File: src/hw/cpuPkg.sv
// ~~~~~~~~~~~~~~~~~~~~~~~~~~~~~~~~~~~~~~~~~~~~~~~~~~~~~~~~~~~~
// Shared widths, opcodes and the AXI4-Lite address map of the core
// Only the listed subset of the 16-bit ISA is decoded
// Any other opcode retires as a no-op
// ~~~~~~~~~~~~~~~~~~~~~~~~~~~~~~~~~~~~~~~~~~~~~~~~~~~~~~~~~~~~
package cpuPkg;

   localparam int DataWidth     = 16;                // Architectural word
   localparam int RegAddrWidth  = 3;
   localparam int NumRegs       = 1 << RegAddrWidth;
   localparam int ImemDepth     = 256;               // Instruction words
   localparam int ImemAddrWidth = $clog2(ImemDepth);
   localparam int AxiAddrWidth  = 12;
   localparam int AxiDataWidth  = 32;                // Only the low DataWidth bits carry data

   // Major opcodes sit in instr[15:11]
   localparam logic [4:0] OpHalt  = 5'b00000;
   localparam logic [4:0] OpNop   = 5'b00001;
   localparam logic [4:0] OpJ     = 5'b00100;
   localparam logic [4:0] OpJr    = 5'b00101;
   localparam logic [4:0] OpJal   = 5'b00110;
   localparam logic [4:0] OpAddi  = 5'b01000;
   localparam logic [4:0] OpLbi   = 5'b11000;
   localparam logic [4:0] OpRtype = 5'b11011;

   // Conditional branches share the 011 prefix and test Rs
   localparam logic [4:0] OpBeqz  = 5'b01100;
   localparam logic [4:0] OpBnez  = 5'b01101;
   localparam logic [4:0] OpBltz  = 5'b01110;
   localparam logic [4:0] OpBgez  = 5'b01111;

   // R-type function field in instr[1:0]
   localparam logic [1:0] FnAdd = 2'b00;
   localparam logic [1:0] FnSub = 2'b01;

   localparam logic [RegAddrWidth-1:0] LinkReg = 3'd7;  // JAL return address

   // Byte addresses on the AXI port
   localparam logic [AxiAddrWidth-1:0] AddrImemTop = 12'h1FE;  // Last instruction word
   localparam logic [AxiAddrWidth-1:0] AddrCtrl    = 12'h200;
   localparam logic [AxiAddrWidth-1:0] AddrRegBase = 12'h210;  // R0, then R7 at 0x21E

   localparam logic [1:0] RespOkay   = 2'b00;
   localparam logic [1:0] RespSlvErr = 2'b10;

endpackage

File: src/hw/axiLiteSlave.sv
// ~~~~~~~~~~~~~~~~~~~~~~~~~~~~~~~~~~~~~~~~~~~~~~~~~~~~~~~~~~~~
// AXI4-Lite slave with one outstanding write and one outstanding read
// AW and W must arrive together, a lone address or data beat waits
// Instruction writes need an even address and wstrb[1:0] set
// Program loads are refused while the core is running
// ~~~~~~~~~~~~~~~~~~~~~~~~~~~~~~~~~~~~~~~~~~~~~~~~~~~~~~~~~~~~
module axiLiteSlave import cpuPkg::*; (
   input  logic                     clk,
   input  logic                     rstN,
   input  logic [AxiAddrWidth-1:0]  awaddr,
   input  logic                     awvalid,
   output logic                     awready,
   input  logic [AxiDataWidth-1:0]  wdata,
   input  logic [3:0]               wstrb,
   input  logic                     wvalid,
   output logic                     wready,
   output logic [1:0]               bresp,
   output logic                     bvalid,
   input  logic                     bready,
   input  logic [AxiAddrWidth-1:0]  araddr,
   input  logic                     arvalid,
   output logic                     arready,
   output logic [AxiDataWidth-1:0]  rdata,
   output logic [1:0]               rresp,
   output logic                     rvalid,
   input  logic                     rready,
   input  logic                     running,
   input  logic                     halted,
   input  logic [DataWidth-1:0]     hostRegData,
   output logic                     imemWe,
   output logic [ImemAddrWidth-1:0] imemAddr,
   output logic [DataWidth-1:0]     imemData,
   output logic                     start,
   output logic [RegAddrWidth-1:0]  hostRegAddr
);
   logic       wrAccept, rdAccept;
   logic       wrImem, wrCtrl, rdCtrl, rdReg;
   logic [1:0] wrResp;

   // Both write channels are taken in the same cycle and only with no B pending
   assign awready  = ~bvalid;
   assign wready   = ~bvalid;
   assign wrAccept = awvalid & wvalid & ~bvalid;

   assign wrImem   = (awaddr <= AddrImemTop) & ~awaddr[0] & (&wstrb[1:0]);
   assign wrCtrl   = (awaddr == AddrCtrl) & wstrb[0];
   assign imemWe   = wrAccept & wrImem & ~running;  // Memory is written at the accept edge
   assign imemAddr = awaddr[ImemAddrWidth:1];       // Byte address to word index
   assign imemData = wdata[DataWidth-1:0];
   assign start    = wrAccept & wrCtrl & wdata[0] & ~running;  // One cycle wide by construction
   assign wrResp   = (imemWe | start) ? RespOkay : RespSlvErr;

   always_ff @(posedge clk or negedge rstN) begin
      if (!rstN) begin
         bvalid <= 1'b0;
         bresp  <= RespOkay;
      end else if (wrAccept) begin
         bvalid <= 1'b1;
         bresp  <= wrResp;
      end else if (bready) begin
         bvalid <= 1'b0;
      end
   end

   // Read side decodes the status word and the eight registers only
   assign arready     = ~rvalid;
   assign rdAccept    = arvalid & ~rvalid;
   assign rdCtrl      = araddr == AddrCtrl;
   assign rdReg       = (araddr[AxiAddrWidth-1:RegAddrWidth+1] ==
                         AddrRegBase[AxiAddrWidth-1:RegAddrWidth+1]) & ~araddr[0];
   assign hostRegAddr = araddr[RegAddrWidth:1];  // Decode answers in the same cycle

   always_ff @(posedge clk or negedge rstN) begin
      if (!rstN) begin
         rvalid <= 1'b0;
         rresp  <= RespOkay;
      end else if (rdAccept) begin
         rvalid <= 1'b1;
         rresp  <= (rdCtrl | rdReg) ? RespOkay : RespSlvErr;
      end else if (rready) begin
         rvalid <= 1'b0;
      end
   end

   always_ff @(posedge clk) begin
      if (rdAccept) begin
         if (rdReg) rdata <= AxiDataWidth'(hostRegData);
         else if (rdCtrl) rdata <= AxiDataWidth'({halted, running});  // Bit 1 halted, bit 0 running
         else rdata <= '0;                                            // Unmapped reads return zero
      end
   end

   // A write response must not be withdrawn or changed before the host takes it
   assert property (@(posedge clk) disable iff (!rstN)
      bvalid && !bready |=> bvalid && $stable(bresp));

   // A start pulse puts fetch into the running state on the next edge
   assert property (@(posedge clk) disable iff (!rstN) start |=> running && !halted);

endmodule

File: src/hw/cpuTop.sv
// ~~~~~~~~~~~~~~~~~~~~~~~~~~~~~~~~~~~~~~~~~~~~~~~~~~~~~~~~~~~~
// Single-cycle 16-bit core behind one AXI4-Lite slave port
// The host loads the program, starts the core and polls status
// ~~~~~~~~~~~~~~~~~~~~~~~~~~~~~~~~~~~~~~~~~~~~~~~~~~~~~~~~~~~~
module cpuTop import cpuPkg::*; (
   input  logic                    clk,
   input  logic                    rstN,
   input  logic [AxiAddrWidth-1:0] awaddr,
   input  logic                    awvalid,
   output logic                    awready,
   input  logic [AxiDataWidth-1:0] wdata,
   input  logic [3:0]              wstrb,
   input  logic                    wvalid,
   output logic                    wready,
   output logic [1:0]              bresp,
   output logic                    bvalid,
   input  logic                    bready,
   input  logic [AxiAddrWidth-1:0] araddr,
   input  logic                    arvalid,
   output logic                    arready,
   output logic [AxiDataWidth-1:0] rdata,
   output logic [1:0]              rresp,
   output logic                    rvalid,
   input  logic                    rready
);
   logic                     imemWe, start, running, halted, pcSel, isHalt;
   logic [ImemAddrWidth-1:0] imemAddr;
   logic [RegAddrWidth-1:0]  hostRegAddr;
   logic [DataWidth-1:0]     imemData, hostRegData, instr, pc, target;
   logic [DataWidth-1:0]     reg1Data, reg2Data, aluResult;

   axiLiteSlave i_axiLiteSlave (
      .clk, .rstN, .awaddr, .awvalid, .awready, .wdata, .wstrb, .wvalid, .wready,
      .bresp, .bvalid, .bready, .araddr, .arvalid, .arready, .rdata, .rresp,
      .rvalid, .rready, .running, .halted, .hostRegData, .imemWe, .imemAddr,
      .imemData, .start, .hostRegAddr
   );

   fetch i_fetch (
      .clk, .rstN, .imemWe, .imemAddr, .imemData, .start, .pcSel, .target,
      .isHalt, .instr, .pc, .running, .halted
   );

   decode i_decode (
      .clk, .rstN, .instr, .pc, .aluResult, .running, .hostRegAddr,
      .reg1Data, .reg2Data, .pcSel, .isHalt, .hostRegData
   );

   execute i_execute (.instr, .pc, .reg1Data, .reg2Data, .aluResult, .target);

endmodule

File: src/hw/decode.sv
// ~~~~~~~~~~~~~~~~~~~~~~~~~~~~~~~~~~~~~~~~~~~~~~~~~~~~~~~~~~~~
// Decode with register file, writeback select and branch resolution
// Writeback happens in the same cycle as the read, one per edge
// JAL forces R7 = PC+2, branches test Rs only
// ~~~~~~~~~~~~~~~~~~~~~~~~~~~~~~~~~~~~~~~~~~~~~~~~~~~~~~~~~~~~
module decode import cpuPkg::*; (
   input  logic                    clk,
   input  logic                    rstN,
   input  logic [DataWidth-1:0]    instr,
   input  logic [DataWidth-1:0]    pc,
   input  logic [DataWidth-1:0]    aluResult,
   input  logic                    running,
   input  logic [RegAddrWidth-1:0] hostRegAddr,
   output logic [DataWidth-1:0]    reg1Data,
   output logic [DataWidth-1:0]    reg2Data,
   output logic                    pcSel,
   output logic                    isHalt,
   output logic [DataWidth-1:0]    hostRegData
);
   logic [4:0]              opcode;
   logic [RegAddrWidth-1:0] rs, rt, rd, writeAddr;
   logic [DataWidth-1:0]    pcPlus2, lbiImm, writeData;
   logic                    isLink, isLbi, writesReg, writeEn;
   logic                    takeBranch, zeroFlag, signFlag;

   assign opcode = instr[15:11];
   assign rs     = instr[10:8];
   assign rt     = instr[7:5];
   assign rd     = instr[4:2];   // R-type destination

   assign lbiImm  = {{(DataWidth-8){instr[7]}}, instr[7:0]};
   assign pcPlus2 = pc + DataWidth'(2);  // Return address for JAL
   assign isHalt  = opcode == OpHalt;
   assign isLink  = opcode == OpJal;
   assign isLbi   = opcode == OpLbi;

   // Destination per format
   always_comb begin
      writesReg = 1'b0;
      writeAddr = rd;
      case (opcode)
         OpAddi:  begin writesReg = 1'b1; writeAddr = rt;      end
         OpRtype: begin writesReg = 1'b1; writeAddr = rd;      end
         OpLbi:   begin writesReg = 1'b1; writeAddr = rs;      end  // LBI loads into Rs
         OpJal:   begin writesReg = 1'b1; writeAddr = LinkReg; end
         OpHalt, OpNop: writesReg = 1'b0;                           // No architectural effect
         default: writesReg = 1'b0;
      endcase
   end

   // Link wins over every other source
   assign writeData = isLink ? pcPlus2 : (isLbi ? lbiImm : aluResult);
   assign writeEn   = running & writesReg;  // Nothing retires while idle or halted

   regFile i_regFile (
      .clk       (clk),
      .rstN      (rstN),
      .readAddr1 (rs),
      .readAddr2 (rt),
      .writeAddr (writeAddr),
      .writeData (writeData),
      .writeEn   (writeEn),
      .hostAddr  (hostRegAddr),
      .readData1 (reg1Data),
      .readData2 (reg2Data),
      .hostData  (hostRegData)
   );

   assign zeroFlag = reg1Data == '0;
   assign signFlag = reg1Data[DataWidth-1];

   always_comb begin
      case (opcode)
         OpBeqz:          takeBranch = zeroFlag;
         OpBnez:          takeBranch = ~zeroFlag;
         OpBltz:          takeBranch = signFlag;
         OpBgez:          takeBranch = ~signFlag;
         OpJ, OpJal, OpJr: takeBranch = 1'b1;  // Unconditional
         default:         takeBranch = 1'b0;
      endcase
   end

   assign pcSel = takeBranch & ~isHalt;  // A HALT never redirects

endmodule

File: src/hw/execute.sv
// ~~~~~~~~~~~~~~~~~~~~~~~~~~~~~~~~~~~~~~~~~~~~~~~~~~~~~~~~~~~~
// Combinational ALU and target adders
// R-type functions other than add and sub yield zero
// ~~~~~~~~~~~~~~~~~~~~~~~~~~~~~~~~~~~~~~~~~~~~~~~~~~~~~~~~~~~~
module execute import cpuPkg::*; (
   input  logic [DataWidth-1:0] instr,
   input  logic [DataWidth-1:0] pc,
   input  logic [DataWidth-1:0] reg1Data,
   input  logic [DataWidth-1:0] reg2Data,
   output logic [DataWidth-1:0] aluResult,
   output logic [DataWidth-1:0] target
);
   logic [4:0]           opcode;
   logic [1:0]           fn;
   logic [DataWidth-1:0] imm5Ext, imm8Ext, disp11Ext, pcPlus2;

   assign opcode    = instr[15:11];
   assign fn        = instr[1:0];
   assign imm5Ext   = {{(DataWidth-5){instr[4]}}, instr[4:0]};     // ADDI
   assign imm8Ext   = {{(DataWidth-8){instr[7]}}, instr[7:0]};     // Branch and JR offset
   assign disp11Ext = {{(DataWidth-11){instr[10]}}, instr[10:0]};  // J and JAL
   assign pcPlus2   = pc + DataWidth'(2);

   // Sums wrap at 16 bits
   always_comb begin
      case (opcode)
         OpAddi: aluResult = reg1Data + imm5Ext;
         OpRtype: begin
            case (fn)
               FnAdd:   aluResult = reg1Data + reg2Data;
               FnSub:   aluResult = reg1Data - reg2Data;  // Rs minus Rt
               default: aluResult = '0;
            endcase
         end
         default: aluResult = '0;
      endcase
   end

   // Offsets count halfwords, so each is doubled
   always_comb begin
      case (opcode)
         OpJ, OpJal: target = pcPlus2 + (disp11Ext << 1);
         OpJr:       target = reg1Data + (imm8Ext << 1);  // Register indirect
         default:    target = pcPlus2 + (imm8Ext << 1);   // Conditional branches
      endcase
   end

endmodule

File: src/hw/fetch.sv
// ~~~~~~~~~~~~~~~~~~~~~~~~~~~~~~~~~~~~~~~~~~~~~~~~~~~~~~~~~~~~
// Instruction memory and program counter
// The memory reads asynchronously and is only loaded from AXI
// PC bits above the memory index wrap around
// ~~~~~~~~~~~~~~~~~~~~~~~~~~~~~~~~~~~~~~~~~~~~~~~~~~~~~~~~~~~~
module fetch import cpuPkg::*; (
   input  logic                     clk,
   input  logic                     rstN,
   input  logic                     imemWe,
   input  logic [ImemAddrWidth-1:0] imemAddr,
   input  logic [DataWidth-1:0]     imemData,
   input  logic                     start,
   input  logic                     pcSel,
   input  logic [DataWidth-1:0]     target,
   input  logic                     isHalt,
   output logic [DataWidth-1:0]     instr,
   output logic [DataWidth-1:0]     pc,
   output logic                     running,
   output logic                     halted
);
   logic [DataWidth-1:0] imem [ImemDepth];
   logic [DataWidth-1:0] pcPlus2;
   logic [DataWidth-1:0] pcNext;

   always_ff @(posedge clk) begin
      if (imemWe) imem[imemAddr] <= imemData;
   end

   assign instr   = imem[pc[ImemAddrWidth:1]];  // Instructions are halfword aligned
   assign pcPlus2 = pc + DataWidth'(2);
   assign pcNext  = pcSel ? target : pcPlus2;   // Taken branch or jump from decode

   // One instruction retires on every edge while running
   always_ff @(posedge clk or negedge rstN) begin
      if (!rstN) begin
         pc      <= '0;
         running <= 1'b0;
         halted  <= 1'b0;
      end else if (start) begin
         pc      <= '0;     // Every run begins at address zero
         running <= 1'b1;
         halted  <= 1'b0;
      end else if (running) begin
         if (isHalt) begin
            running <= 1'b0;  // PC stays on the HALT
            halted  <= 1'b1;
         end else begin
            pc <= pcNext;
         end
      end
   end

   // Targets from execute, including JR through a register, must stay aligned
   assert property (@(posedge clk) disable iff (!rstN) pc[0] == 1'b0);

endmodule

File: src/hw/regFile.sv
// ~~~~~~~~~~~~~~~~~~~~~~~~~~~~~~~~~~~~~~~~~~~~~~~~~~~~~~~~~~~~
// Eight 16-bit registers, all cleared by reset
// Reads are combinational, a read of the written register
// in the same cycle returns the old value
// ~~~~~~~~~~~~~~~~~~~~~~~~~~~~~~~~~~~~~~~~~~~~~~~~~~~~~~~~~~~~
module regFile import cpuPkg::*; (
   input  logic                    clk,
   input  logic                    rstN,
   input  logic [RegAddrWidth-1:0] readAddr1,
   input  logic [RegAddrWidth-1:0] readAddr2,
   input  logic [RegAddrWidth-1:0] writeAddr,
   input  logic [DataWidth-1:0]    writeData,
   input  logic                    writeEn,
   input  logic [RegAddrWidth-1:0] hostAddr,
   output logic [DataWidth-1:0]    readData1,
   output logic [DataWidth-1:0]    readData2,
   output logic [DataWidth-1:0]    hostData
);
   logic [DataWidth-1:0] regs [NumRegs];

   always_ff @(posedge clk or negedge rstN) begin
      if (!rstN) begin
         for (int i = 0; i < NumRegs; i++) begin
            regs[i] <= '0;
         end
      end else if (writeEn) begin
         regs[writeAddr] <= writeData;
      end
   end

   assign readData1 = regs[readAddr1];
   assign readData2 = regs[readAddr2];
   assign hostData  = regs[hostAddr];   // Host read-back port, independent of the core

   // The enable comes from decode and fetch state, an X would corrupt a register
   assert property (@(posedge clk) disable iff (!rstN) !$isunknown(writeEn));

endmodule

File: config.mk
export PLATFORM = sky130hd
export DESIGN_NAME = cpuTop
export DESIGN_NICKNAME = d
export VERILOG_FILES = /design/src/hw/cpuPkg.sv /design/src/hw/axiLiteSlave.sv /design/src/hw/cpuTop.sv /design/src/hw/decode.sv /design/src/hw/execute.sv /design/src/hw/fetch.sv /design/src/hw/regFile.sv
export SDC_FILE = /design/constraint.sdc
export NUM_CORES = 2
export LEC_CHECK = 0
export ABC_AREA = 0
export BUFFER_PORTS_ARGS = -buffer_cell sky130_fd_sc_hd__buf_4
export CORE_UTILIZATION = 35
export CTS_BUF_LIST = sky130_fd_sc_hd__clkbuf_2
export CTS_CLUSTER_SIZE = 14
export DETAILED_ROUTE_END_ITERATION = 7
export PLACE_DENSITY = 0.55
export SYNTH_ARGS = -nofsm -noshare
export SYNTH_HDL_FRONTEND = slang
export SYNTH_SLANG_ARGS = --single-unit
File: constraint.sdc
create_clock -name clk -period 8 [get_ports clk]
set_clock_uncertainty 0.1 [all_clocks]
set_input_delay 0.4 -clock clk [delete_from_list [all_inputs] [get_ports clk]]
set_output_delay 0.4 -clock clk [all_outputs]
set_load 0.05 [all_outputs]
# After elaboration in Yosys (flattened, before gate mapping)
# Memory sizes are Yosys's and may differ from the RTL's.
# Cells that the tools add are included.
# word_totals
wordCells,128
output_inout_bits,41
mem_count,1
in_bits,67
regBits,184
ramBits,4096
# memory_table
memory,depth,word_bits,read_ports,rd_clocked_by_memory_dff,wr,line,rtl
i_fetch.imem,256,16,1,0,1,fetch.sv:21,logic [DataWidth-1:0] imem [ImemDepth];
# op_classes
muxes,40
order_cmp,6
n_reduce_logical,14
bitwise,28
eq_ne,15
add_sub_neg,7
# ops
operator,count
two-way mux 16 bit,14
binary-select mux 16 bit (select 3 bit),3
bitwise mux 128 bit,1
case mux 16 bit (2 select lines),3
adder 16 bit,5
demux 16 bit (select 3 bit),1
equality test 5 x 4 -> 1 bit (second input constant),5
equality test 12 x 10 -> 1 bit (second input constant),2
adder 16 x 2 -> 16 bit (second input constant),1
greater-or-equal comparator 4 bit (second input constant),4
zero test 16 bit,1
inverter 3 -> 4 bit,4
subtractor 16 bit,1
equality test 5 x 3 -> 1 bit (second input constant),3
AND 1 bit,14
two-way mux 1 bit,13
<= comparator 12 x 9 -> 1 bit (second input constant),1
equality test 5 bit (second input constant),2
case mux 3 bit (3 select lines),1
equality test 8 x 6 -> 1 bit (second input constant),1
inverter 1 bit,8
nonzero test 2 bit,4
two-way mux 2 bit,3
AND reduction 2 bit,3
other kinds (11),12

# Longest topological paths before layout
# An unclocked memory read counts as a cell.
# depth
ltp_word,13
mapped_depth,41
mapped_depth_nobuf,31

# Cells and area by module
# A second synthesis with hierarchy kept.
# unflattened
hier_cells,8585
area_unflattened_um2,172600.5
# modules_own_cells
module,cells_each,seq_area_each_um2,instances,area_per_inst_um2
fetch,7378,123448.4,1,158632.1
regFile,450,3203.1,1,8071.5
execute,524,0.0,1,3794.9
axiLiteSlave,113,580.6,1,1252.5
decode,120,0.0,1,849.6

# Least setup slack after synthesis
# No wires, ideal clock.
# synth_path
kind,reg2reg
startpoint,register i_fetch.pc[4]
endpoint,register i_decode.i_regFile.regs[110] (netlist name)
path_buffers,8
t_arrival_ns,7.722
setup_time_ns,0.066
path_stages_with_launch,34
required_time_ns,7.834
slack_ns,0.112
period_less_slack_ns,7.888
path_cell_list,dfrtp_1 buf_2 inv_2 buf_4 buf_2 buf_2 buf_2 buf_2 buf_1 mux4_2 mux4_2 mux4_2 inv_1 nand2_2 clkbuf_1 nor2_1 a21oi_1 fa_1 a21oi_1 nor2_1 nor2_1 o21ai_0 a21o_1 a21o_1 a21o_1 a21o_1 a21o_1 a21o_1 a21o_1 a21oi_1 xnor2_1 nand2_1 a32oi_1 mux2_2
# synth_between
elab_chain_len,11
word_cells_on_any_way,34
classes_between,add/sub (4); order compare (2); eq/ne (5); mux (15); bitwise (4); reduce/logical (3); memory (1)
# synth_rtl
item,line,rtl
"start, declared",fetch.sv:17,"output logic [DataWidth-1:0] pc,"
"start signal, assigned",fetch.sv:48,pc <= pcNext;
memory (256 x 16 bit),n/a,
inverter 3 -> 4 bit (on tied branches),"regFile.sv:31, regFile.sv:32",
binary-select mux 16 bit (select 3 bit) (on tied branches),"regFile.sv:31, regFile.sv:32",
two-way mux 16 bit (on tied branches) (2 in series),"regFile.sv:31, regFile.sv:32",
subtractor 16 bit or adder 16 bit (tied branches),"execute.sv:31, execute.sv:30",
case mux 16 bit (2 select lines),execute.sv:29,case (fn)
case mux 16 bit (2 select lines),execute.sv:26,case (opcode)
two-way mux 16 bit (2 in series),decode.sv:52,assign writeData = isLink ? pcPlus2 : (isLbi ? lbiImm : aluResult);
bitwise mux 128 bit,regFile.sv:27,regs[writeAddr] <= writeData;
"end signal, assigned by index",regFile.sv:27,
"end, declared",regFile.sv:19,logic [DataWidth-1:0] regs [NumRegs];
# Parallel ways exist; a longest one is shown, timed or not. The select of a mux whose other input is x is not followed.
# A chain may end at the register's enable or synchronous reset.

# Worst setup path after layout
# layout_path
startpoint,register i_fetch.pc[8]
endpoint,register i_decode.i_regFile.regs[110] (netlist name)
# Same word-level chain as after synthesis.

==> Implementation_results.wiki <==
{| class="wikitable"
! Metric !! Value
|-
| Result of the run || finished clean
|-
| Slowest stage cell on the critical path || sky130_fd_sc_hd__dfrtp_1
|-
| Largest vdd supply drop || 0.0004209 V
|-
| Largest stage delay on the critical path || 0.80 ns
|-
| Worst slew pin tran || 1.290 ns
|-
| Flip-flop and latch count after synthesis || 4262
|-
| Clock-pin slew on the worst setup and hold paths || 0.09 ns
|-
| Crit. End Element || flop
|-
| Final setup slack of the worst path || 0.06450 ns
|-
| Share of synthesized registers carrying an async set or reset || 3.519%
|-
| Count of buffers inserted at the top-level ports || 71
|-
| Weighted congestion at the end of routability-driven global placement || 0.9013
|-
| Antenna violations before repair || 42
|-
| Combinational share of power || 45.2%
|-
| Layout cell share with drive strength beyond 1 || 40.26%
|-
| Standard cell area after detailed placement || 184900 µm²
|-
| Critical path class || reg2reg
|-
| Highest achievable clock rate || 0.1260 GHz
|-
| Total setup violations reported at the end of the flow || 0
|-
| Arrival time at the worst endpoint || 9.91 ns
|-
| Total net switching power || 27320 µW
|-
| Pins Over Slew Limit || 0
|-
| Layout overhead on the synthesized area || 15.62%
|-
| Internal power || 45290 µW
|-
| Number of distinct library cells after synthesis || 88
|-
| Detailed Route WL || 527.0 mm
|-
| Number of detailed-route iterations in the first pass || 6
|-
| Minimum period implied by the final worst setup slack || 7.935 ns
|-
| Post-synthesis cell type with the largest combined area || sky130_fd_sc_hd__edfxtp_1
|-
| Die footprint || 491700 µm²
|-
| Aggregate global routing overflow || 0
|-
| DRC marker count from the first detailed-route iteration || 11.04k
|-
| CTS Buffer Depth || 5
|-
| Floorplan row count || 256
|-
| Leading cell type in the layout, fill and taps excluded || sky130_fd_sc_hd__edfxtp_1
|-
| Worst hold path type || in2async
|-
| Die height || 701.2 µm
|-
| Reported leakage power || 0.06612 µW
|-
| Total I/O pin count || 108
|-
| Placement-stage worst setup slack || -0.3424 ns
|-
| Wire length of the first global-routing pass || 733.3 mm
|-
| EDFF count, synth || 4112
|-
| Share of synthesized area occupied by flip-flops and latches || 74.36%
|-
| Final cell area excluding filler cells || 197800 µm²
|-
| Most frequent cells in the layout || sky130_fd_sc_hd__edfxtp_1, sky130_fd_sc_hd__clkbuf_2, sky130_fd_sc_hd__mux4_2, sky130_fd_sc_hd__buf_4, sky130_fd_sc_hd__nand2_1
|-
| Sum of negative setup slack || 0 ns
|-
| Die Span X || 701.2 µm
|-
| Sink Count || 4262
|-
| Highest fanout seen on the critical path || 9
|-
| CTS tree || done
|-
| RSZ-0062 raised after global routing || yes
|-
| Total of fill cells in the finished design || 43.48k
|-
| Relative slew slack || 13.65%
|-
| Pin count of the biggest net entering global routing || 170
|-
| Mapped Area || 171100 µm²
|-
| Average detailed-routed wire length per instance || 30.76 µm
|-
| Min Hold Slack || 0.2656 ns
|-
| Number of nets in the final layout || 10.07k
|-
| Max H-tree Level || 7
|-
| Crit-path most repeated cell || sky130_fd_sc_hd__a21o_1
|-
| GRT Overall Usage || 21.23%
|-
| Period utilization || 99.19%
|-
| Mean number of vias per cell || 5.500
|-
| Multi-input logic area || 41840 µm²
|-
| Leading post-synthesis cells by cell area || sky130_fd_sc_hd__edfxtp_1, sky130_fd_sc_hd__mux4_2, sky130_fd_sc_hd__dfrtp_1
|-
| Power per cell area || 367.0 nW/µm²
|-
| Max-cap violations || 0
|-
| Post-detailed-route count of antenna-violating nets || 0
|-
| Total number of vias || 94.22k
|-
| Clock network fraction of total power || 20.2%
|-
| Predominant post-synthesis flop cell || sky130_fd_sc_hd__edfxtp_1
|-
| Number of global-route vias before repair || 96.91k
|-
| Final Hold Viols || 0
|-
| Worst skew pair latency || 2.37 ns
|-
| CP startpoint kind || flop
|-
| CTS Root Cell || sky130_fd_sc_hd__clkbuf_2
|-
| Number of remaining DRC errors || 0
|-
| Net Sw Frac || 37.62%
|-
| Cells after Synth || 8106
|-
| Post-detailed-placement half-perimeter wirelength || 322.5 mm
|-
| Relative contribution of sequential cells to total power || 34.5%
|-
| Synthesized area per cell || 21.11 µm²
|-
| Core Box Area || 486500 µm²
|-
| Storage cell area || 127300 µm²
|-
| Clock buffer count from CTS || 1173
|-
| Synth top area share || 72.17%
|-
| Synthesis Warnings || 0
|-
| Data required time of the critical path || 9.98 ns
|-
| Initial cell density of the core || 35.17%
|}
[metrics by stage]
step | cells | total power (µW) | utilization (%)
6_report | 17133 | 72600 | 40.66
5_1_grt | 17117 | 75850 | 40.65
4_1_cts | 17055 | 72170 | 40.45
3_5_place_dp | 14987 | 57150 | 38.01
3_3_place_gp | 14986 | 57010 | 38.01
2_1_floorplan | 8123 | 43820 | -
[power groups by stage]
stage | logic [µW] | clock network [µW] | registers, µW
floorplan | 18500 | 0 | 25400
global placement | 31400 | 0 | 25600
detailed placement | 31500 | 0 | 25600
CTS | 32000 | 15100 | 25100
global route | 34600 | 16200 | 25100
finish | 32900 | 14700 | 25100
[flip-flops by register name (all words and copies together) (netlist names)]
signal,count
i_fetch.running,1
i_fetch.halted,1
i_fetch.pc,16
i_axiLiteSlave.rvalid,1
i_decode.i_regFile.regs,128
i_axiLiteSlave.bresp,1
i_axiLiteSlave.rresp,1
i_axiLiteSlave.bvalid,1
i_fetch.imem,4096
i_axiLiteSlave.rdata,16
[path summary, 6_finish.rpt]
kind,slack [ns],to,startpoint,depth (start not counted)
setup / recovery,0.06,i_decode.i_regFile.regs[110],i_fetch.pc[8],33
hold / removal,0.27,i_decode.i_regFile.regs[120],rstN,6
setup reg to reg,0.06,i_decode.i_regFile.regs[110],i_fetch.pc[8],33
hold reg to reg,0.43,i_fetch.pc[0],i_fetch.pc[0],2
max in group asynchronous,6.02,i_decode.i_regFile.regs[15],rstN,7
min in group clk,0.27,i_fetch.imem[30][1],wdata[1],5
[synthesized netlist by cell type, types with 18 or more instances]
| master | number |
|---|---|
| sky130_fd_sc_hd__a221oi_1 | 26 |
| sky130_fd_sc_hd__clkbuf_1 | 139 |
| sky130_fd_sc_hd__xor2_1 | 25 |
| sky130_fd_sc_hd__buf_2 | 140 |
| sky130_fd_sc_hd__nand2_1 | 319 |
| sky130_fd_sc_hd__mux2_2 | 124 |
| sky130_fd_sc_hd__a21oi_1 | 127 |
| sky130_fd_sc_hd__a211oi_1 | 30 |
| sky130_fd_sc_hd__o22ai_1 | 47 |
| sky130_fd_sc_hd__buf_4 | 92 |
| sky130_fd_sc_hd__mux4_2 | 1194 |
| sky130_fd_sc_hd__dfrtp_1 | 150 |
| sky130_fd_sc_hd__nand3_1 | 55 |
| sky130_fd_sc_hd__a22o_1 | 20 |
| sky130_fd_sc_hd__inv_1 | 56 |
| sky130_fd_sc_hd__a31oi_1 | 37 |
| sky130_fd_sc_hd__nand4_1 | 18 |
| sky130_fd_sc_hd__nor3_1 | 28 |
| sky130_fd_sc_hd__and3_1 | 26 |
| sky130_fd_sc_hd__ha_1 | 62 |
| sky130_fd_sc_hd__nor2_1 | 384 |
| sky130_fd_sc_hd__o21ai_0 | 102 |
| sky130_fd_sc_hd__and2_1 | 18 |
| sky130_fd_sc_hd__o221ai_1 | 23 |
| sky130_fd_sc_hd__a21o_1 | 22 |
| sky130_fd_sc_hd__mux2_1 | 21 |
| sky130_fd_sc_hd__o31ai_1 | 18 |
| sky130_fd_sc_hd__xnor2_1 | 54 |
| sky130_fd_sc_hd__mux2i_1 | 239 |
| sky130_fd_sc_hd__a22oi_1 | 48 |
| sky130_fd_sc_hd__buf_1 | 54 |
| sky130_fd_sc_hd__nor2b_1 | 33 |
| sky130_fd_sc_hd__buf_6 | 44 |
| sky130_fd_sc_hd__edfxtp_1 | 4112 |
[layer usage]
metal  vias up  GRT usage [%]  routed length, µm
met1     50276          28.74             215000
met2      4895          33.14             247000
li1      38219              -                  -
met3       828          5.566              48660
met4         6          7.609              16370
met5         -              0                 33
[layout make-up]
| class | count | area share (%) |
|---|---|---|
| Sequential cell | 4262 | 64.33 |
| Clock inverter | 254 | 0.6932 |
| Inverter | 65 | 0.1322 |
| Multi-Input combinational cell | 3320 | 21.15 |
| Timing Repair Buffer | 1118 | 5.452 |
| Clock buffer | 1632 | 4.129 |
| Tap cell | 6450 | 4.079 |
| Antenna cell | 32 | 0.04048 |
[kinds of logic (layout without fill, tap and decap cells)]
logic type / count (synthesis) / after routing / synth area share (%)
AO/OA/AOI/OAI: 635 / 635 / 2.526
XOR/XNOR: 79 / 79 / 0.4044
flip-flops: 4262 / 4262 / 74.36
other: 1 / 50 / 0.002192
AND/OR/NAND/NOR: 939 / 939 / 2.358
multiplexers: 1583 / 1583 / 18.11
buffers and inverters: 541 / 3069 / 1.737
adder cells (fa/ha/maj): 66 / 66 / 0.5002
[critical path: cells and delay by family, from the launching register on]
family,cells,cell delay [ns]
AND/OR/NAND/NOR,8,1.68
multiplexers,1,0.21
XOR/XNOR,1,0.15
flip-flops,1,0.80
buffers and inverters,6,1.35
AO/OA/AOI/OAI,15,2.82
adder cells (fa/ha/maj),2,0.64
[timing repair]
action,CTS,global route
hold buffers,178,0
buffers inserted,2,37
endpoints found under the setup margin,50,53
endpoints found under the hold margin,8396,0
cloned,2,9
gates resized for setup,31,73
pin swaps,0,7
No activity file was read; power rests on OpenSTA's default activity.
